==> src/nn_pkg.sv <==
package nn_pkg;

	// ------------------------------
	// fixed point format
	// ------------------------------
	localparam int DATA_W = 16; // every value on the datapath
	localparam int FRAC_W = 8;  // Q8.8

	typedef logic signed [DATA_W-1:0] fx_t; // weights, data, activations, out
	typedef logic [3:0] lr_shift_t;         // learning rate as 2^-lr_shift

	// ------------------------------
	// network shape
	// ------------------------------
	localparam int IN_DIM  = 4;
	localparam int HID_DIM = 3;
	localparam int W1_NUM  = IN_DIM * HID_DIM; // index 4i+j feeds hidden i
	localparam int W2_NUM  = HID_DIM;          // one per hidden neuron

	// training defaults, overridden from the top
	localparam int DEF_DATASET_SIZE  = 100; // samples per epoch
	localparam int DEF_EPOCH_COUNT   = 25;  // epochs per run
	localparam int DEF_EPOCHS_PER_LR = 4;   // epochs between halvings
	localparam int DEF_LR_BASE_SHIFT = 6;   // first rate 1/64
	localparam int LR_RATES          = 7;   // rate stops halving after this

	typedef enum logic [2:0] {
		IDLE,    // weight load or first data word
		COLLECT, // words 1 to 3
		HIDDEN,  // hidden MAC and ReLU
		OUTPUT,  // y_pred and error
		UPDATE   // weight write-back
	} train_state_e;

	// Q8.8 product, rescaled then wrapped to 16 bits
	function automatic fx_t fx_mul(input fx_t a, input fx_t b);
		logic signed [2*DATA_W-1:0] p;
		p = a * b;
		return fx_t'(p >>> FRAC_W);
	endfunction

endpackage

==> src/sample_buffer.sv <==
`timescale 1ns/100ps

module sample_buffer (
	input  logic        clk,
	input  logic        rst_n,
	input  logic        in_valid_d,
	input  logic        in_valid_t,
	input  nn_pkg::fx_t data_point,
	input  nn_pkg::fx_t target,
	output nn_pkg::fx_t s [nn_pkg::IN_DIM],
	output nn_pkg::fx_t target_q
);

	// four-deep shift so s0 settles in slot 0
	always_ff @(posedge clk) begin
		if (in_valid_d) begin
			for (int i = 0; i < nn_pkg::IN_DIM - 1; i++)
				s[i] <= s[i + 1]; // older words move down
			s[nn_pkg::IN_DIM - 1] <= data_point;
		end
	end

	always_ff @(posedge clk) begin
		if (in_valid_t)
			target_q <= target; // held until next sample
	end

	// target only rides on a data word
	a_target_first: assert property (@(posedge clk) disable iff (!rst_n)
		in_valid_t |-> in_valid_d);

endmodule

==> config.mk <==
export PLATFORM = sky130hd
export DESIGN_NAME = sample_buffer
export DESIGN_NICKNAME = d
export VERILOG_FILES = /design/src/nn_pkg.sv /design/src/sample_buffer.sv
export SDC_FILE = /design/constraint.sdc
export NUM_CORES = 1
export LEC_CHECK = 0
export BUFFER_PORTS_ARGS = -buffer_cell sky130_fd_sc_hd__buf_4
export CAP_MARGIN = 20
export CORE_MARGIN = 4
export CORE_UTILIZATION = 25
export DETAILED_ROUTE_END_ITERATION = 7
export GPL_ROUTABILITY_DRIVEN = 0
export GPL_TIMING_DRIVEN = 0
export PLACE_DENSITY = 0.57
export SYNTH_ARGS = -nofsm -noshare
export SYNTH_HDL_FRONTEND = slang
export SYNTH_SLANG_ARGS = --single-unit
==> constraint.sdc <==
create_clock -name clk -period 0.8 [get_ports clk]
set_input_delay 0.16 -clock clk [delete_from_list [all_inputs] [get_ports clk]]
set_output_delay 0.16 -clock clk [all_outputs]
set_load 0.01 [all_outputs]
==> results of run 1 <==
==> repair_timing <==
item / in CTS / in global routing
resized for setup: 66 / 16
endpoints found under the hold margin: 32 / 0
buffers inserted: 19 / 10
gates cloned: 0 / 0
setup endpoints to repair: 144 / 96
hold buffers: 32 / 0
==> cells by family (layout without fill, tap and decap cells) <==
logic type / Yosys count / after routing / synth area share, %
flip-flops: 80 / 80 / 100
buffers and inverters: 0 / 186 / 0
==> routing by layer <==
layer | vias to the layer above | global-route usage (%) | share of wire (%)
met5 | - | 0 | 0
met4 | 0 | 3.98 | 1.8
met3 | 9 | 5.95 | 9.2
met2 | 66 | 18.0 | 55
met1 | 748 | 10.2 | 34
li1 | 686 | - | -
==> final cells by class <==
class,instances,area share (%)
Timing Repair Buffer,170,37.6
Sequential cell,80,54.3
Clock buffer,9,2.80
Clock inverter,7,1.61
Tap cell,129,3.65
==> path summary, 6_finish.rpt <==
check	from	end	slack [ns]
worst max-delay path	s[30]	s[30]	-0.28
worst min-delay path	in_valid_t	target_q[15]	0.19
worst max register to register	s[44]	s[60]	-0.08
worst min register to register	s[42]	s[58]	0.48
==> state kept, by name, summed over array words and instances, names as in the netlist <==
signal,flops
s,64
target_q,16
==> cell usage after synthesis <==
| library cell | count | area, um2 |
|---|---|---|
| edfxtp_1 | 80 | 2400 |
==> power breakdown <==
group	switching [mW]	internal (mW)	leakage, nW
registers	0.170	4.96	0.783
logic	0.411	0.777	0.899
clock network	1.45	1.44	0.0933
total	2.03	7.17	1.78
==> run summary, run 1 <==
Final Power -> 9.20 mW
commonest cells after routing, fill and taps aside -> buf_6, edfxtp_1, buf_4
crit path DAT -> 0.92 ns
Syn Inst Count -> 80
# DRC -> 0
crit-path cells -> buf_6
setup TNS -> -19.34 ns
clk sinks -> 80
Crit path depth -> 1
placed insts -> 323
multi-input logic area -> 0 um2
Nets -> 297
vias in the first global route -> 1655
Cell Rows -> 35
via count -> 1509
Die Footprint -> 11200 um2
post-route ant nets -> 0
clk_skew -> 0.00670 ns
Starting Density -> 25.9%
Non-Filler Instances -> 395
global-route wire length before repair -> 8.76 mm
highest clock rate -> 923 MHz
commonest non-fill, non-tap cell in the layout -> buf_6
Worst path max stage delay -> 0.44 ns
Via-to-Cell Ratio -> 3.82
design area -> 4420 um2
Least-Margin Pin Slew -> 0.578 ns
Mapped Nets -> 116
Slew Viols, Final -> 0
layout cells sized above 1 -> 57.5%
# H-tree levels -> 3
Setup WS post-layout -> -0.283 ns
Die Span Y -> 106 um
CP required -> 0.64 ns
register area -> 2400 um2
pre-CTS setup slack -> -0.401 ns
fin crit period -> 1.08 ns
flops & latches, synth -> 80
routed len/inst -> 14.5 um
reg2reg path depth -> 2
n_diodes -> 0
crit path capture type -> output pin
max-cap violation count -> 0
Tot GR Track Use -> 10.4%
top cell family by delay on the critical path -> flip-flops
Pre-Repair DR Iteration Count -> 3
Slew headroom -> 61.5%
Final Core Density -> 47.6%
Worst Setup Start Kind -> register
worst vdd ir -> 0.00110 V
failing checks -> setup timing
Fin. Hold Viols -> 0
distinct cell type count after synthesis -> 1
Multi-In Gates -> 0
Lkg Pwr -> 1.78 nW
fillers -> 791
antenna violations before repair -> 0
worst path bufs/invs -> 1
1st-iter DRT viols -> 47
Post-DP Area -> 3420 um2
clk slew on worst S/H paths -> 0.09 ns
CTS Buf Count -> 9
worst hold slack -> 0.185 ns
Synth Area per Inst -> 30.0 um2
RSZ-0062 raised after global routing -> yes
Core Area -> 9280 um2
Synth warnings -> 0
Area growth, synth to finish -> 84.1%
CTS tree -> yes
clk root buf -> clkbuf_8
worst-path fanout max -> 2
Critical-path top delay cell -> edfxtp_1
worst skew pair latency -> 0.34 ns
hold path depth -> 1
final critical-path share of the clock period -> 135%
PortBufs -> 114
status -> complete, but fails checks
total wire length -> 5.71 mm
Die W -> 106 um
Power Density -> 2080 nW/um2
Ports -> 116
CP Class -> register to output pin
mapped cell area -> 2400 um2
Worst Hold Class -> input pin to register
gr ovfl total -> 0
Seq/Total Area, Yosys -> 100%
largest net degree at the start of global routing -> 65
Max Buffers Root-to-Sink -> 2
final setup fails -> 83
No activity file was read; power rests on OpenSTA's default activity.
==> run 2: changes to the inputs <==
- ABC_CLOCK_PERIOD_IN_PS: unset -> 1300
- PLACE_DENSITY: 0.57 -> 0.56
- clock period: 0.8 -> 1.3 ns (I/O delays scaled with it)
==> run 2 against run 1 <==
- clock power is 47% lower
- sequential power fell by 39%
- final cell count shrank 14%
- combinational power is 60% lower
- flip-flop and latch count is the same
- the flow now finishes without violations
- highest routed layer unchanged
- setup slack improved by 0.37 ns
==> run summary, run 2 (same netlist as run 1, synthesis figures left out) <==
Slew headroom -> 44.7% (was 61.5%)
n_diodes -> 0 (unchanged)
Slew Viols, Final -> 0 (unchanged)
Die W -> 106 um (unchanged)
global-route wire length before repair -> 7.93 mm (was 8.76 mm)
fin crit period -> 1.21 ns
vias in the first global route -> 1325 (was 1655)
antenna violations before repair -> 0 (unchanged)
Least-Margin Pin Slew -> 0.830 ns (was 0.578 ns)
Max Buffers Root-to-Sink -> 2 (unchanged)
hold path depth -> 1 (unchanged)
status -> finished, final reports clean (was complete, but fails checks)
crit path DAT -> 0.95 ns (was 0.92 ns)
setup bufs post-CTS -> 0 (was 19)
largest net degree at the start of global routing -> 65 (unchanged)
Cell Rows -> 35 (unchanged)
layout cells sized above 1 -> 60.8% (was 57.5%)
clk_skew -> 0.0115 ns (was 0.00670 ns)
post-cts gate resize count -> 0 (was 66)
min-delay src -> target[9] (was in_valid_t)
reg2reg path depth -> 0 (was 2)
Lkg Pwr -> 1.41 nW (was 1.78 nW)
max-cap violation count -> 0 (unchanged)
Die Footprint -> 11200 um2 (unchanged)
Nets -> 241 (was 297)
CP required -> 1.04 ns (was 0.64 ns)
FF-to-FF setup slack -> 0.59 ns (was -0.08 ns)
highest clock rate -> 824 MHz
post-cts hold buffer count -> 0 (was 32)
Setup WS post-layout -> 0.0865 ns (was -0.283 ns)
Area growth, synth to finish -> 49.0% (was 84.1%)
Pre-Repair DR Iteration Count -> 4 (was 3)
Starting Density -> 25.9% (unchanged)
clk slew on worst S/H paths -> 0.08 ns (was 0.09 ns)
Final Core Density -> 38.6% (was 47.6%)
PortBufs -> 114 (unchanged)
Fin. Hold Viols -> 0 (unchanged)
clk root buf -> clkbuf_8 (unchanged)
Ports -> 116 (unchanged)
fillers -> 896 (was 791)
CP Class -> register to output pin (unchanged)
worst skew pair latency -> 0.34 ns (about the same)
hold endpoint -> target_q[9] (was target_q[15])
worst path bufs/invs -> 1 (unchanged)
R2R Path Start -> s[21] (was s[44])
Worst path max stage delay -> 0.44 ns (about the same)
CTS tree -> yes (unchanged)
gr ovfl total -> 0 (unchanged)
placed insts -> 323 (unchanged)
Via-to-Cell Ratio -> 3.73 (was 3.82)
worst vdd ir -> 0.000709 V (was 0.00110 V)
Non-Filler Instances -> 338 (was 395)
multi-input logic area -> 0 um2 (unchanged)
worst-path fanout max -> 2 (unchanged)
1st-iter DRT viols -> 33 (was 47)
via count -> 1262 (was 1509)
crit path capture type -> output pin (unchanged)
Largest regs -> s: 64 flops, target_q: 16 flops (unchanged)
max reg flops -> 64 (unchanged)
Critical-path top delay cell -> edfxtp_1 (unchanged)
top cell family by delay on the critical path -> flip-flops (unchanged)
pre-CTS setup slack -> -0.0162 ns (was -0.401 ns)
Multi-In Gates -> 0 (unchanged)
crit-path cells -> buf_4 (was buf_6)
RSZ-0062 raised after global routing -> no (was yes)
CTS Buf Count -> 9 (unchanged)
total wire length -> 5.29 mm (was 5.71 mm)
final setup fails -> 0 (was 83)
# DRC -> 0 (unchanged)
routed len/inst -> 15.6 um (was 14.5 um)
Tot GR Track Use -> 9.63% (was 10.4%)
setup TNS -> 0 ns (was -19.34 ns)
commonest cells after routing, fill and taps aside -> buf_4, edfxtp_1, clkbuf_8 (was buf_6, edfxtp_1, buf_4)
Worst Hold Class -> input pin to register (unchanged)
commonest non-fill, non-tap cell in the layout -> buf_4 (was buf_6)
final critical-path share of the clock period -> 93.3%
Worst Setup Start Kind -> register (unchanged)
Power Density -> 1430 nW/um2 (was 2080 nW/um2)
# H-tree levels -> 3 (unchanged)
Core Area -> 9280 um2 (unchanged)
register area -> 2400 um2 (unchanged)
post-route ant nets -> 0 (unchanged)
Die Span Y -> 106 um (unchanged)
Reg-to-Reg End -> s[37] (was s[60])
Top reg by flops -> s (unchanged)
clk sinks -> 80 (unchanged)
-- run 2: power by group --
| part | leakage (nW) | total [mW] | switching (mW) | internal (mW) |
|---|---|---|---|---|
| Combinational | 0.548 | 0.481 | 0.222 | 0.258 |
| Sequential | 0.783 | 3.12 | 0.0744 | 3.05 |
| Clock | 0.0766 | 1.53 | 0.859 | 0.672 |
| Total | 1.41 | 5.13 | 1.16 | 3.98 |
-- run 2: metal layers --
layer | GRT usage, % | vias to the layer above | routed length [um]
met1 | 10.6 | 629 | 2060
met4 | 6.20 | 0 | 165
met5 | 0 | - | 0
met3 | 3.40 | 12 | 264
li1 | - | 575 | -
met2 | 15.8 | 46 | 2800
-- run 2: how the worst max path moves through the flow --
| stage | from | to | slack, ns | depth (start not counted) |
|---|---|---|---|---|
| after floorplan | s[0] | s[16] | 0.61 | 0 |
| after global placement | in_valid_d | s[1] | 0.007 | 1 |
| after detailed placement | in_valid_d | s[47] | -0.02 | 1 |
| after CTS | s[21] | s[21] | 0.06 | 1 |
| after global routing | s[21] | s[21] | 0.04 | 1 |
| final | s[21] | s[21] | 0.09 | 1 |
-- run 2: metrics by stage --
step	hold slack, ns	power (mW)	area (um2)
global route	0.0512	5.39	3580
floorplan	0.359	3.26	2400
detailed placement	0.437	3.67	3420
finish	0.0876	5.13	3580
CTS	0.0651	5.24	3580
global placement	0.433	3.66	3420
-- run 2: area by class of cell --
class	instances	area share (%)
flip-flops and latches	80	67.1
clock inverters	6	1.01
well taps	129	4.51
clock buffers	9	3.46
repair buffers	114	23.9
==> run 3: changes to the inputs <==
- CELL_PAD_IN_SITES_DETAIL_PLACEMENT: unset -> 0
- CELL_PAD_IN_SITES_GLOBAL_PLACEMENT: unset -> 1
- PLACE_DENSITY: 0.56 -> 0.63
==> run 3 against run 2 <==
- sequential share of layout area shrank 0.95 points
- wire length grew 0.49%
- global-route usage is essentially flat
- hold slack gained 0.0025 ns
- fmax grew 0.82%
- combinational power is essentially flat
- core utilization grew 0.55 points
- setup slack gained 0.0099 ns
- non-clock buffer count is the same
- final cell count grew 0.30%
- clock power grew 27%
==> run summary, run 3 (same netlist as run 1, synthesis figures left out) <==
layout cells sized above 1 -> 61.0% (was 60.8%)
Area growth, synth to finish -> 51.1% (was 49.0%)
Critical-path top delay cell -> edfxtp_1 (unchanged)
final critical-path share of the clock period -> 92.6% (was 93.3%)
Die Footprint -> 11200 um2 (unchanged)
post-route ant nets -> 0 (unchanged)
Slew Viols, Final -> 0 (unchanged)
CP required -> 1.04 ns (about the same)
Lkg Pwr -> 1.43 nW (was 1.41 nW)
max-cap violation count -> 0 (unchanged)
multi-input logic area -> 0 um2 (unchanged)
n_diodes -> 0 (unchanged)
Largest regs -> s: 64 flops, target_q: 16 flops (unchanged)
Top reg by flops -> s (unchanged)
Final Core Density -> 39.1% (was 38.6%)
hold path depth -> 1 (unchanged)
post-cts gate resize count -> 0 (unchanged)
Non-Filler Instances -> 339 (was 338)
Least-Margin Pin Slew -> 0.805 ns (was 0.830 ns)
Ports -> 116 (unchanged)
crit path capture type -> output pin (unchanged)
Crit path depth -> 1 (unchanged)
largest net degree at the start of global routing -> 65 (unchanged)
Worst path max stage delay -> 0.43 ns (was 0.44 ns)
Pre-Repair DR Iteration Count -> 3 (was 4)
PortBufs -> 114 (unchanged)
via count -> 1239 (was 1262)
Die Span Y -> 106 um (unchanged)
clk_skew -> 0.00848 ns (was 0.0115 ns)
Power Density -> 1530 nW/um2 (was 1430 nW/um2)
setup bufs post-CTS -> 0 (unchanged)
# DRC -> 0 (unchanged)
routed len/inst -> 15.7 um (was 15.6 um)
CP Class -> register to output pin (unchanged)
reg2reg path depth -> 0 (unchanged)
Max Buffers Root-to-Sink -> 2 (unchanged)
status -> finished, final reports clean (unchanged)
fillers -> 898 (was 896)
CTS tree -> yes (unchanged)
worst-path fanout max -> 2 (unchanged)
post-cts hold buffer count -> 0 (unchanged)
Tot GR Track Use -> 9.65% (was 9.63%)
clk sinks -> 80 (unchanged)
top cell family by delay on the critical path -> flip-flops (unchanged)
Worst Setup Start Kind -> register (unchanged)
RSZ-0062 raised after global routing -> no (unchanged)
commonest non-fill, non-tap cell in the layout -> buf_4 (unchanged)
final setup fails -> 0 (unchanged)
setup TNS -> 0 ns (unchanged)
max reg flops -> 64 (unchanged)
worst path bufs/invs -> 1 (unchanged)
Fin. Hold Viols -> 0 (unchanged)
worst skew pair latency -> 0.34 ns (about the same)
Cell Rows -> 35 (unchanged)
clk root buf -> clkbuf_8 (unchanged)
worst hold slack -> 0.0901 ns (was 0.0876 ns)
worst vdd ir -> 0.000608 V (was 0.000709 V)
CTS Buf Count -> 9 (unchanged)
# H-tree levels -> 3 (unchanged)
Final Power -> 5.55 mW (was 5.13 mW)
Multi-In Gates -> 0 (unchanged)
gr ovfl total -> 0 (unchanged)
total wire length -> 5.31 mm (was 5.29 mm)
vias in the first global route -> 1346 (was 1325)
placed insts -> 323 (unchanged)
highest clock rate -> 831 MHz (was 824 MHz)
1st-iter DRT viols -> 46 (was 33)
clk slew on worst S/H paths -> 0.08 ns (about the same)
commonest cells after routing, fill and taps aside -> buf_4, edfxtp_1, clkbuf_8 (unchanged)
Via-to-Cell Ratio -> 3.65 (was 3.73)
antenna violations before repair -> 0 (unchanged)
fin crit period -> 1.20 ns (was 1.21 ns)
Core Area -> 9280 um2 (unchanged)
crit path DAT -> 0.94 ns (was 0.95 ns)
global-route wire length before repair -> 7.89 mm (was 7.93 mm)
Worst Hold Class -> input pin to register (unchanged)
Starting Density -> 25.9% (unchanged)
Slew headroom -> 46.4% (was 44.7%)
Nets -> 241 (unchanged)
crit-path cells -> buf_4 (unchanged)
Die W -> 106 um (unchanged)
## run 3: cell types whose count changed in the layout (fill, tap and decap cells not counted), sizes merged
cell    change
clkbuf      +1
bufinv      +2
clkinv      -1
inv         -1
## run 3: where the power goes
| group | total (mW) | internal (mW) | switching (mW) |
|---|---|---|---|
| logic | 0.483 | 0.259 | 0.224 |
| registers | 3.12 | 3.05 | 0.0740 |
| clock network | 1.95 | 1.07 | 0.874 |
| total | 5.55 | 4.38 | 1.17 |
## run 3: worst paths after layout
check        startpoint           to  slack (ns)
max               s[26]        s[26]         0.1
min           target[8]  target_q[8]        0.09
max reg2reg       s[26]        s[42]        0.60
min reg2reg       s[23]        s[39]        0.45
## run 3: metrics by stage
stage	setup slack [ns]	area, um2
6_report	0.0964	3630
5_1_grt	0.0480	3630
4_1_cts	0.0658	3630
3_5_place_dp	-0.000560	3420
3_3_place_gp	0.0107	3420
2_1_floorplan	0.608	2400
## run 3: layer usage
layer	wire, um	GRT usage [%]
met2	2720	15.6
met4	244	7.40
met3	253	2.67
met1	2100	10.8
met5	0	0
## run 3: cell type report
class	count	area, um2	share of cell area [%]
flip-flops and latches	80	2400	66.2
repair buffers	114	856	23.6
well taps	129	161	4.45
clock buffers	10	128	3.51
clock inverters	6	83.8	2.31
