<file path="config.mk">
export PLATFORM = sky130hd
export DESIGN_NAME = train_ctrl
export DESIGN_NICKNAME = d
export VERILOG_FILES = /design/src/nn_pkg.sv /design/src/train_ctrl.sv
export SDC_FILE = /design/constraint.sdc
export NUM_CORES = 1
export LEC_CHECK = 0
export ABC_AREA = 1
export BUFFER_PORTS_ARGS = -buffer_cell sky130_fd_sc_hd__buf_2
export CORE_ASPECT_RATIO = 1.75
export CORE_UTILIZATION = 31
export DETAILED_ROUTE_END_ITERATION = 10
export SYNTH_ARGS = -nofsm -noshare
export SYNTH_HDL_FRONTEND = slang
export SYNTH_SLANG_ARGS = --single-unit
</file>
<file path="constraint.sdc">
create_clock -name clk -period 1.7 [get_ports clk]
set_input_delay 0.17 -clock clk [delete_from_list [all_inputs] [get_ports clk]]
set_output_delay 0.17 -clock clk [all_outputs]
set_load 0.02 [all_outputs]
</file>
<file path="src/nn_pkg.sv">
package nn_pkg;

	// ------------------------------
	// fixed point format
	// ------------------------------
	localparam int DATA_W = 16; // every value on the datapath
	localparam int FRAC_W = 8;  // Q8.8

	typedef logic signed [DATA_W-1:0] fx_t; // weights, data, activations, out
	typedef logic [3:0] lr_shift_t;         // learning rate as 2^-lr_shift

	// ------------------------------
	// network shape
	// ------------------------------
	localparam int IN_DIM  = 4;
	localparam int HID_DIM = 3;
	localparam int W1_NUM  = IN_DIM * HID_DIM; // index 4i+j feeds hidden i
	localparam int W2_NUM  = HID_DIM;          // one per hidden neuron

	// training defaults, overridden from the top
	localparam int DEF_DATASET_SIZE  = 100; // samples per epoch
	localparam int DEF_EPOCH_COUNT   = 25;  // epochs per run
	localparam int DEF_EPOCHS_PER_LR = 4;   // epochs between halvings
	localparam int DEF_LR_BASE_SHIFT = 6;   // first rate 1/64
	localparam int LR_RATES          = 7;   // rate stops halving after this

	typedef enum logic [2:0] {
		IDLE,    // weight load or first data word
		COLLECT, // words 1 to 3
		HIDDEN,  // hidden MAC and ReLU
		OUTPUT,  // y_pred and error
		UPDATE   // weight write-back
	} train_state_e;

	// Q8.8 product, rescaled then wrapped to 16 bits
	function automatic fx_t fx_mul(input fx_t a, input fx_t b);
		logic signed [2*DATA_W-1:0] p;
		p = a * b;
		return fx_t'(p >>> FRAC_W);
	endfunction

endpackage

</file>
<file path="src/train_ctrl.sv">
`timescale 1ns/100ps

module train_ctrl #(
	parameter int DATASET_SIZE  = nn_pkg::DEF_DATASET_SIZE,
	parameter int EPOCH_COUNT   = nn_pkg::DEF_EPOCH_COUNT,
	parameter int EPOCHS_PER_LR = nn_pkg::DEF_EPOCHS_PER_LR,
	parameter int LR_BASE_SHIFT = nn_pkg::DEF_LR_BASE_SHIFT
) (
	input  logic              clk,
	input  logic              rst_n,
	input  logic              in_valid_d,
	input  logic              in_valid_w1,
	input  logic              in_valid_w2,
	output logic              hidden_en,
	output logic              out_en,
	output logic              update_en,
	output nn_pkg::lr_shift_t lr_shift
);

	localparam int SAMP_W  = $clog2(DATASET_SIZE + 1);
	localparam int EPOCH_W = $clog2(EPOCH_COUNT + 1);

	nn_pkg::train_state_e state;
	nn_pkg::train_state_e state_nxt;
	logic [1:0]           word_cnt;   // data words seen, wraps after s3
	logic [SAMP_W-1:0]    sample_idx; // position in epoch
	logic [EPOCH_W-1:0]   epoch;      // position in run
	logic [31:0]          lr_step;    // halvings so far, uncapped
	logic                 w_load;     // either weight strobe

	assign w_load = in_valid_w1 | in_valid_w2;

	// ------------------------------
	// FSM
	// ------------------------------
	always_ff @(posedge clk or negedge rst_n) begin
		if (!rst_n)
			state <= nn_pkg::IDLE;
		else
			state <= state_nxt;
	end

	always_comb begin
		state_nxt = state; // hold by default
		case (state)
			nn_pkg::IDLE: begin
				if (in_valid_d)
					state_nxt = nn_pkg::COLLECT; // s0 taken
			end
			nn_pkg::COLLECT: begin
				if (in_valid_d && word_cnt == 2'd3)
					state_nxt = nn_pkg::HIDDEN; // s3 taken, edge k
			end
			nn_pkg::HIDDEN: state_nxt = nn_pkg::OUTPUT;
			nn_pkg::OUTPUT: state_nxt = nn_pkg::UPDATE;
			nn_pkg::UPDATE: state_nxt = nn_pkg::IDLE;
			default:        state_nxt = nn_pkg::IDLE;
		endcase
	end

	always_ff @(posedge clk or negedge rst_n) begin
		if (!rst_n)
			word_cnt <= '0;
		else if (in_valid_d)
			word_cnt <= word_cnt + 2'd1; // back to 0 after four words
	end

	// one-cycle step strobes
	assign hidden_en = (state == nn_pkg::HIDDEN);
	assign out_en    = (state == nn_pkg::OUTPUT);
	assign update_en = (state == nn_pkg::UPDATE);

	// ------------------------------
	// sample and epoch counters
	// ------------------------------
	always_ff @(posedge clk or negedge rst_n) begin
		if (!rst_n) begin
			sample_idx <= '0;
			epoch      <= '0;
		end else if (w_load) begin
			sample_idx <= '0; // new weights start a fresh run
			epoch      <= '0;
		end else if (update_en) begin
			if (sample_idx == SAMP_W'(DATASET_SIZE - 1)) begin
				sample_idx <= '0;
				if (epoch == EPOCH_W'(EPOCH_COUNT - 1))
					epoch <= '0; // run finished
				else
					epoch <= epoch + 1'b1;
			end else begin
				sample_idx <= sample_idx + 1'b1;
			end
		end
	end

	// lr halves every EPOCHS_PER_LR epochs, capped
	assign lr_step  = 32'(epoch) / 32'(EPOCHS_PER_LR);
	assign lr_shift = (lr_step >= 32'(nn_pkg::LR_RATES - 1))
		? nn_pkg::lr_shift_t'(LR_BASE_SHIFT + nn_pkg::LR_RATES - 1)
		: nn_pkg::lr_shift_t'(32'(LR_BASE_SHIFT) + lr_step);

	// source must leave room for the compute steps
	a_no_data_busy: assert property (@(posedge clk) disable iff (!rst_n)
		(state inside {nn_pkg::HIDDEN, nn_pkg::OUTPUT, nn_pkg::UPDATE}) |-> !in_valid_d);

	// weights only change hands between samples
	a_load_idle: assert property (@(posedge clk) disable iff (!rst_n)
		w_load |-> (state == nn_pkg::IDLE));

endmodule

</file>
==> results of run 1 <==
sequential cells by signal, indices dropped and copies added, names as in the netlist:
signal      cells
word_cnt        2
sample_idx      7
epoch           5
state           3
final cells by class:
cell class / count / area, sq um
fill: 344 / 1980
tap: 43 / 53.8
multi-input combinational: 101 / 553
clock buffer: 3 / 41.3
sequential: 17 / 425
inverter: 23 / 86.3
clock inverter: 1 / 5.00
timing repair buffer: 12 / 65.1
path summary, 6_finish.rpt:
| path | start | end | slack [ns] |
|---|---|---|---|
| max | state[1]$_DFFE_PN0P_ | update_en | 0.33 |
| min | in_valid_d | word_cnt[0]$_DFFE_PN0P_ | 0.14 |
| max reg2reg | sample_idx[0]$_DFFE_PN0P_ | epoch[0]$_DFFE_PN0P_ | 0.40 |
| min reg2reg | word_cnt[0]$_DFFE_PN0P_ | word_cnt[0]$_DFFE_PN0P_ | 0.48 |
| max in group asynchronous | rst_n | state[0]$_DFFE_PN0P_ | 1.05 |
| min in group asynchronous | rst_n | sample_idx[6]$_DFFE_PN0P_ | 0.37 |
timing repair:
action / CTS / global route
gates resized for setup: 0 / 0
endpoints found under the hold margin: 17 / 0
hold buffers: 1 / 0
per-layer routing:
| metal | vias up | share of wire, % | track usage [%] |
|---|---|---|---|
| li1 | 475 | - | - |
| met1 | 435 | 40 | 13.1 |
| met2 | 10 | 55 | 24.2 |
| met3 | 5 | 2.0 | 2.04 |
| met4 | 0 | 2.5 | 7.06 |
| met5 | - | 0 | 0 |
where the power goes:
group / total (mW) / switching, mW / internal (mW)
clock network: 0.305 / 0.142 / 0.163
registers: 0.518 / 0.0530 / 0.465
logic: 0.291 / 0.181 / 0.110
total: 1.11 / 0.376 / 0.738
cell usage after synthesis, types with 2 or more instances:
library cell	n	area, sq um
nand2_1	46	173
inv_1	19	71.3
dfrtp_1	17	425
nor2_1	11	41.3
nand3_1	6	30.0
nand4_1	6	37.5
ha_1	4	50.1
inv_2	4	15.0
nor3_1	4	20.0
nand2_2	3	18.8
nor2_2	3	18.8
o21ai_0	3	15.0
a21oi_1	2	10.0
nand2_4	2	22.5
nand3_2	2	20.0
xor2_1	2	17.5
logic make-up after synthesis:
family / Yosys count / share of synthesized area, %
AO/OA/AOI/OAI: 8 / 4.43
flip-flops: 17 / 39.7
XOR/XNOR: 2 / 1.63
adder cells (fa/ha/maj): 4 / 4.67
multiplexers: 1 / 1.05
buffers and inverters: 24 / 8.75
AND/OR/NAND/NOR: 86 / 39.8
worst reg2reg max path: stages, from the launching register on:
cell and delay (ns):
dfrtp_1 0.39, ha_1 0.22, nand2_1 0.08, inv_2 0.07, nand3_2 0.13, nand2_2 0.13
nand2_4 0.08, nand2_1 0.06, nand2_1 0.05
stage by stage:
stage / util (%) / total power, mW / cell area [sq um] / hold WS, ns
2_1_floorplan: - / 0.740 / 1070 / -0.126
3_3_place_gp: 36.6 / 0.803 / 1170 / 0.115
3_5_place_dp: 36.6 / 0.820 / 1170 / 0.118
4_1_cts: 38.3 / 1.14 / 1230 / 0.139
5_1_grt: 38.3 / 1.19 / 1230 / 0.165
6_report: 38.3 / 1.11 / 1230 / 0.144
cells in the final DEF, fill, tap and decap left out, types with 2 or more instances in the layout:
cell type | netlist | routed
a21oi_1 | 2 | 2
nor2_2 | 3 | 3
ha_1 | 4 | 4
inv_2 | 4 | 4
nand3_2 | 2 | 2
inv_1 | 19 | 19
nand2_4 | 2 | 2
nand4_1 | 6 | 6
clkbuf_8 | 0 | 3
nand2_1 | 46 | 46
nand2_2 | 3 | 3
buf_2 | 0 | 11
o21ai_0 | 3 | 3
nand3_1 | 6 | 6
nor2_1 | 11 | 11
xor2_1 | 2 | 2
nor3_1 | 4 | 4
dfrtp_1 | 17 | 17
==> metrics.md, run 1 <==
| Metric | Value |
|---|---|
| Vias | `925` |
| Post-Syn Area | `1070 sq um` |
| VDD IR max | `0.631 mV` |
| Hold violation count in the final report | `0` |
| CP Capture Type | `output port` |
| GRT Total Usage | `13.2%` |
| HPWL Detailed | `1620 um` |
| Vias in the first global route | `879` |
| Routed WL per cell | `10.2 um` |
| Slowest cell on the critical path | `dfrtp_1` |
| CORE AREA | `3210 sq um` |
| First-pass GRT wire length | `3530 um` |
| Initial Utilization | `33.4%` |
| Worst Path Required | `1.53 ns` |
| Hold WC Path Type | `primary input to flop` |
| GRT Residual Overflow | `0` |
| FP Rows | `27` |
| Minimum clock period | `1.37 ns` |
| Post-CTS setup buffers | `0` |
| Max-cap viol count | `0` |
| Max Freq | `731 MHz` |
| CP max stage delay | `0.38 ns` |
| Clk root buf | `clkbuf_8` |
| Number of synthesized flops with an enable pin | `0` |
| Total die area | `3710 sq um` |
| Post-Place Worst Slack | `0.401 ns` |
| R2R cell count | `8` |
| DRC Markers | `0` |
| WP buf/inv | `3` |
| DRT antenna net count | `0` |
| Worst-path clk slew | `0.07 ns` |
| Cell family with most CP delay | `buffers and inverters` |
| Ant. Diodes | `0` |
| Largest net degree at the start of global routing | `18` |
| #FFs+latches synth | `17` |
| Mean Syn Cell Area | `7.55 sq um` |
| Vias per std cell | `4.63` |
| Async S/R FF share, synth | `100%` |
| Seq/Total Area, Yosys | `39.7%` |
| Port Buffer Count | `11` |
| Crit Path Class | `flop to output port` |
| Cell Count, Final, Fillers Out | `200` |
| Status | `finished, final reports clean` |
| Period utilization | `80.5%` |
| Placed Cells | `195` |
| Io pins | `12` |
| Synth unique cells | `24` |
| Initial DRC count | `18` |
| Die width | `46.5 um` |
| Leakage power | `0.651 nW` |
| Total negative slack | `0 ns` |
| CP Launch Type | `flop` |
| Worst-Margin Slew | `0.396 ns` |
| Sink Count | `17` |
| Drt first pass iters | `4` |
| Warnings, synthesis | `0` |
| Worst rel slew slack | `73.6%` |
| H-tree depth | `1` |
| Initial antenna violation count | `0` |
| Ys flop type | `dfrtp_1` |
| Setup Skew | `0.00286 ns` |
| Die Y | `79.8 um` |
| Fin. max-slew vios | `0` |
| Final setup viols | `0` |
| Area grow syn2layout | `14.7%` |
| Cts bufs inserted | `3` |
| Net Count, Synth | `151` |
| RSZ-0062 raised after global routing | `no` |
| Power per cell area | `906 nW/um^2` |
| CP Max Fanout | `5` |
| Routed WL | `2040 um` |
| Clock tree from TritonCTS | `done` |
| RePlAce Congestion | `0.774` |
| Max Root-Sink Buffers | `2` |
| Layout Nets | `167` |
| Final worst slack | `0.331 ns` |
| Worst hold path depth | `2` |
| Clock latency on the worst-skew pair | `0.26 ns` |
| Synth Instances | `142` |
| Proportion of layout cells with a drive suffix above 1 | `21.0%` |
| Worst path depth | `4` |
| Worst-path cell chain | `inv_1 -> nand3_4 -> inv_2 -> buf_2` |
| Crit path DAT | `1.20 ns` |
Power figures use the tool's default switching activity.
==> run 2, diff against run 1 <==
--- a/config.mk
+++ b/config.mk
@@ -5,7 +5,7 @@
 export SDC_FILE = /design/constraint.sdc
 export NUM_CORES = 1
 export LEC_CHECK = 0
-export ABC_AREA = 1
+export ABC_AREA = 0
 export BUFFER_PORTS_ARGS = -buffer_cell sky130_fd_sc_hd__buf_2
 export CORE_ASPECT_RATIO = 1.75
 export CORE_UTILIZATION = 31
==> constraint.sdc (replaced) <==
create_clock -name clk -period 1.1 [get_ports clk]
set_input_delay 0.11 -clock clk [delete_from_list [all_inputs] [get_ports clk]]
set_output_delay 0.11 -clock clk [all_outputs]
set_load 0.02 [all_outputs]
==> run 2 against run 1 <==
Routed wire length rose by 21%. Critical path type unchanged. The flow now finishes with violations (setup timing). Non-clock buffer count rose by 39. Critical path depth did not move. Via count grew 0.97%.
==> metrics.md, run 2 <==
| Metric | Value |
|---|---|
| CP Launch Type | `flop (unchanged)` |
| CORE AREA | `2960 sq um (was 3210 sq um)` |
| Initial DRC count | `3 (was 18)` |
| Total die area | `3420 sq um (was 3710 sq um)` |
| Largest net degree at the start of global routing | `18 (unchanged)` |
| Power per cell area | `1180 nW/um^2 (was 906 nW/um^2)` |
| Number of synthesized flops with an enable pin | `0 (unchanged)` |
| Vias | `934 (was 925)` |
| Reg2reg setup slack | `-0.42 ns (was 0.40 ns)` |
| Most frequent cells in the layout | `buf_4, dfrtp_1, buf_6, nand2_1 (was nand2_1, inv_1, dfrtp_1, nor2_1, buf_2)` |
| Most common cell after layout, fill and taps aside | `buf_4 (was nand2_1)` |
| Crit Path Class | `flop to output port (unchanged)` |
| Cell Count, Final, Fillers Out | `191 (was 200)` |
| Largest regs | `sample_idx (7), epoch (5), state (3) (unchanged)` |
| Ys flop type | `dfrtp_1 (unchanged)` |
| Most flops, register | `sample_idx (unchanged)` |
| Area of the multi-input gates | `578 sq um (was 553 sq um)` |
| Status | `finished, violations left (was finished, final reports clean)` |
| Worst rel slew slack | `68.1% (was 73.6%)` |
| Placed Cells | `173 (was 195)` |
| Io pins | `12 (unchanged)` |
| Worst path depth | `4 (unchanged)` |
| Seq/Total Area, Yosys | `43.1% (was 39.7%)` |
| Die width | `44.7 um (was 46.5 um)` |
| WP buf/inv | `3 (unchanged)` |
| DRT antenna net count | `0 (unchanged)` |
| Setup Skew | `0.00428 ns (was 0.00286 ns)` |
| GRT Total Usage | `16.3% (was 13.2%)` |
| Max Freq | `651 MHz` |
| Worst hold path depth | `2 (unchanged)` |
| Area grow syn2layout | `57.3% (was 14.7%)` |
| Routed WL per cell | `12.9 um (was 10.2 um)` |
| Cell family with most CP delay | `simple AND/OR/NAND/NOR gates (was buffers and inverters)` |
| Clock latency on the worst-skew pair | `0.25 ns (was 0.26 ns)` |
| Vias in the first global route | `1030 (was 879)` |
| Clk root buf | `clkbuf_8 (unchanged)` |
| Max FFs per register | `7 (unchanged)` |
| CP Capture Type | `output port (unchanged)` |
| Initial antenna violation count | `0 (unchanged)` |
| Layout Nets | `159 (was 167)` |
| Failing checks | `setup timing` |
| Die Y | `76.7 um (was 79.8 um)` |
| Worst Path Required | `0.99 ns (was 1.53 ns)` |
| FP Rows | `26 (was 27)` |
| Synth area leader | `dfrtp_1 (unchanged)` |
| HPWL Detailed | `1720 um (was 1620 um)` |
| #FFs+latches synth | `17 (unchanged)` |
| Placed cell areas | `1280 sq um (was 1170 sq um)` |
| R2R cell count | `4 (was 8)` |
| Minimum clock period | `1.54 ns` |
| CP max stage delay | `0.46 ns (was 0.38 ns)` |
| DRC Markers | `0 (unchanged)` |
| Worst path most repeated cell | `buf_6` |
| Hold WS | `0.106 ns (was 0.144 ns)` |
| Crit path DAT | `1.43 ns (was 1.20 ns)` |
| Ant. Diodes | `0 (unchanged)` |
| Max Root-Sink Buffers | `2 (unchanged)` |
| Post-Syn Area | `987 sq um (was 1070 sq um)` |
| Net Count, Synth | `107 (was 151)` |
| Vias per std cell | `4.89 (was 4.63)` |
| VDD IR max | `1.02 mV (was 0.631 mV)` |
| Top post-synthesis cells by area | `dfrtp_1, ha_1, a21oi_1, nand2_1, nand4bb_4 (was dfrtp_1, nand2_1, inv_1, ha_1, nor2_1)` |
| Initial Utilization | `33.3% (was 33.4%)` |
| Yosys top cell area share | `43.1% (was 39.7%)` |
| Fill count | `280 (was 344)` |
| Fin. max-slew vios | `0 (unchanged)` |
| Drt first pass iters | `4 (unchanged)` |
| Max-cap viol count | `0 (unchanged)` |
| Port Buffer Count | `11 (unchanged)` |
| Final worst slack | `-0.436 ns (was 0.331 ns)` |
| H-tree depth | `1 (unchanged)` |
| Worst-path cell chain | `or3b_4 -> clkinvlp_4 -> buf_6 -> buf_6 (was inv_1 -> nand3_4 -> inv_2 -> buf_2)` |
| Routed WL | `2460 um (was 2040 um)` |
| Clock tree from TritonCTS | `done (unchanged)` |
| Leakage power | `0.724 nW (was 0.651 nW)` |
| Synth Instances | `98 (was 142)` |
| Most frequent cell after synthesis | `dfrtp_1 (was nand2_1)` |
| GRT Residual Overflow | `0 (unchanged)` |
| Worst-Margin Slew | `0.473 ns (was 0.396 ns)` |
| Hold violation count in the final report | `0 (unchanged)` |
| Worst-path clk slew | `0.07 ns (about the same)` |
| Synth unique cells | `41 (was 24)` |
| Proportion of layout cells with a drive suffix above 1 | `54.4% (was 21.0%)` |
| Hold WC Path Type | `primary input to flop (unchanged)` |
| Synth top cells by count | `dfrtp_1, nand2_1, a21oi_1 (was nand2_1, inv_1, dfrtp_1)` |
| Mean Syn Cell Area | `10.1 sq um (was 7.55 sq um)` |
| Slowest cell on the critical path | `or3b_4 (was dfrtp_1)` |
| Async S/R FF share, synth | `100% (unchanged)` |
| Final setup viols | `19 (was 0)` |
| RSZ-0062 raised after global routing | `yes (was no)` |
| First-pass GRT wire length | `4210 um (was 3530 um)` |
| Sink Count | `17 (unchanged)` |
| Core Util, Final | `52.5% (was 38.3%)` |
| Final instance area | `1550 sq um (was 1230 sq um)` |
| Register area | `425 sq um (unchanged)` |
| RePlAce Congestion | `0.748 (was 0.774)` |
| Cts bufs inserted | `3 (unchanged)` |
| Period utilization | `140%` |
| Warnings, synthesis | `0 (unchanged)` |
| CP Max Fanout | `6 (was 5)` |
[run 2: changes by cell type after synthesis, moves of 3 or more]
| cell | delta |
|---|---|
| inv_1 | -14 |
| or2_2 | +3 |
| a21oi_1 | +5 |
| nand2_2 | -3 |
| inv_2 | -4 |
| nor2_1 | -6 |
| nand4_1 | -5 |
| nand2_1 | -37 |
[run 2: worst paths after layout]
kind,endpoint,from
max in group asynchronous,state[1]$_DFFE_PN0P_,rst_n
hold / removal,word_cnt[0]$_DFFE_PN0P_,in_valid_d
setup reg to reg,epoch[4]$_DFFE_PN0P_,state[1]$_DFFE_PN0P_
min in group asynchronous,epoch[2]$_DFFE_PN0P_,rst_n
setup / recovery,update_en,state[1]$_DFFE_PN0P_
hold reg to reg,word_cnt[1]$_DFFE_PN0P_,word_cnt[1]$_DFFE_PN0P_
[run 2: area by class of cell]
| class | instances | share of cell area (%) |
|---|---|---|
| multi-input cells | 72 | 37.2 |
| repair buffers | 51 | 27.6 |
| well taps | 42 | 3.38 |
| clock buffers | 3 | 2.66 |
| flip-flops and latches | 17 | 27.4 |
| clock inverters | 1 | 0.322 |
| inverters | 5 | 1.45 |
[run 2: what timing repair did]
action | 4_1_cts | 5_1_grt
setup endpoints to repair | 20 | 20
pin swaps | 6 | 5
hold buffers | 1 | 0
hold endpoints to repair | 17 | 0
cloned | 0 | 0
buffers inserted | 10 | 7
gates resized for setup | 29 | 6
[run 2: routing by layer]
layer,vias to the layer above,global-route usage [%],share of wire (%)
li1,453,-,-
met1,459,14.6,37
met2,18,33.1,60
met3,4,2.12,1.9
met4,0,6.36,1.3
met5,-,0,0
[run 2: where the power goes]
part           switching [mW]  internal (mW)
Clock                   0.225          0.251
Sequential             0.0503          0.710
Combinational           0.257          0.332
Total                   0.532           1.29
[run 2: stage by stage]
step	setup TNS, ns	setup WS, ns	power, mW
6_report	-5.85	-0.436	1.83
5_1_grt	-7.15	-0.511	1.93
4_1_cts	-5.90	-0.430	1.81
3_5_place_dp	-5.53	-0.500	1.21
3_3_place_gp	-4.91	-0.452	1.18
2_1_floorplan	-4.60	-0.531	1.03
[run 2: kinds of logic (layout without fill, tap and decap cells)]
group	count (synthesis)	after routing	share of synthesized area, %
AND/OR/NAND/NOR	41	41	27.3
AO/OA/AOI/OAI	22	22	15.6
flip-flops	17	17	43.1
buffers and inverters	9	60	4.31
adder cells (fa/ha/maj)	4	4	5.07
XOR/XNOR	4	4	3.55
multiplexers	1	1	1.14
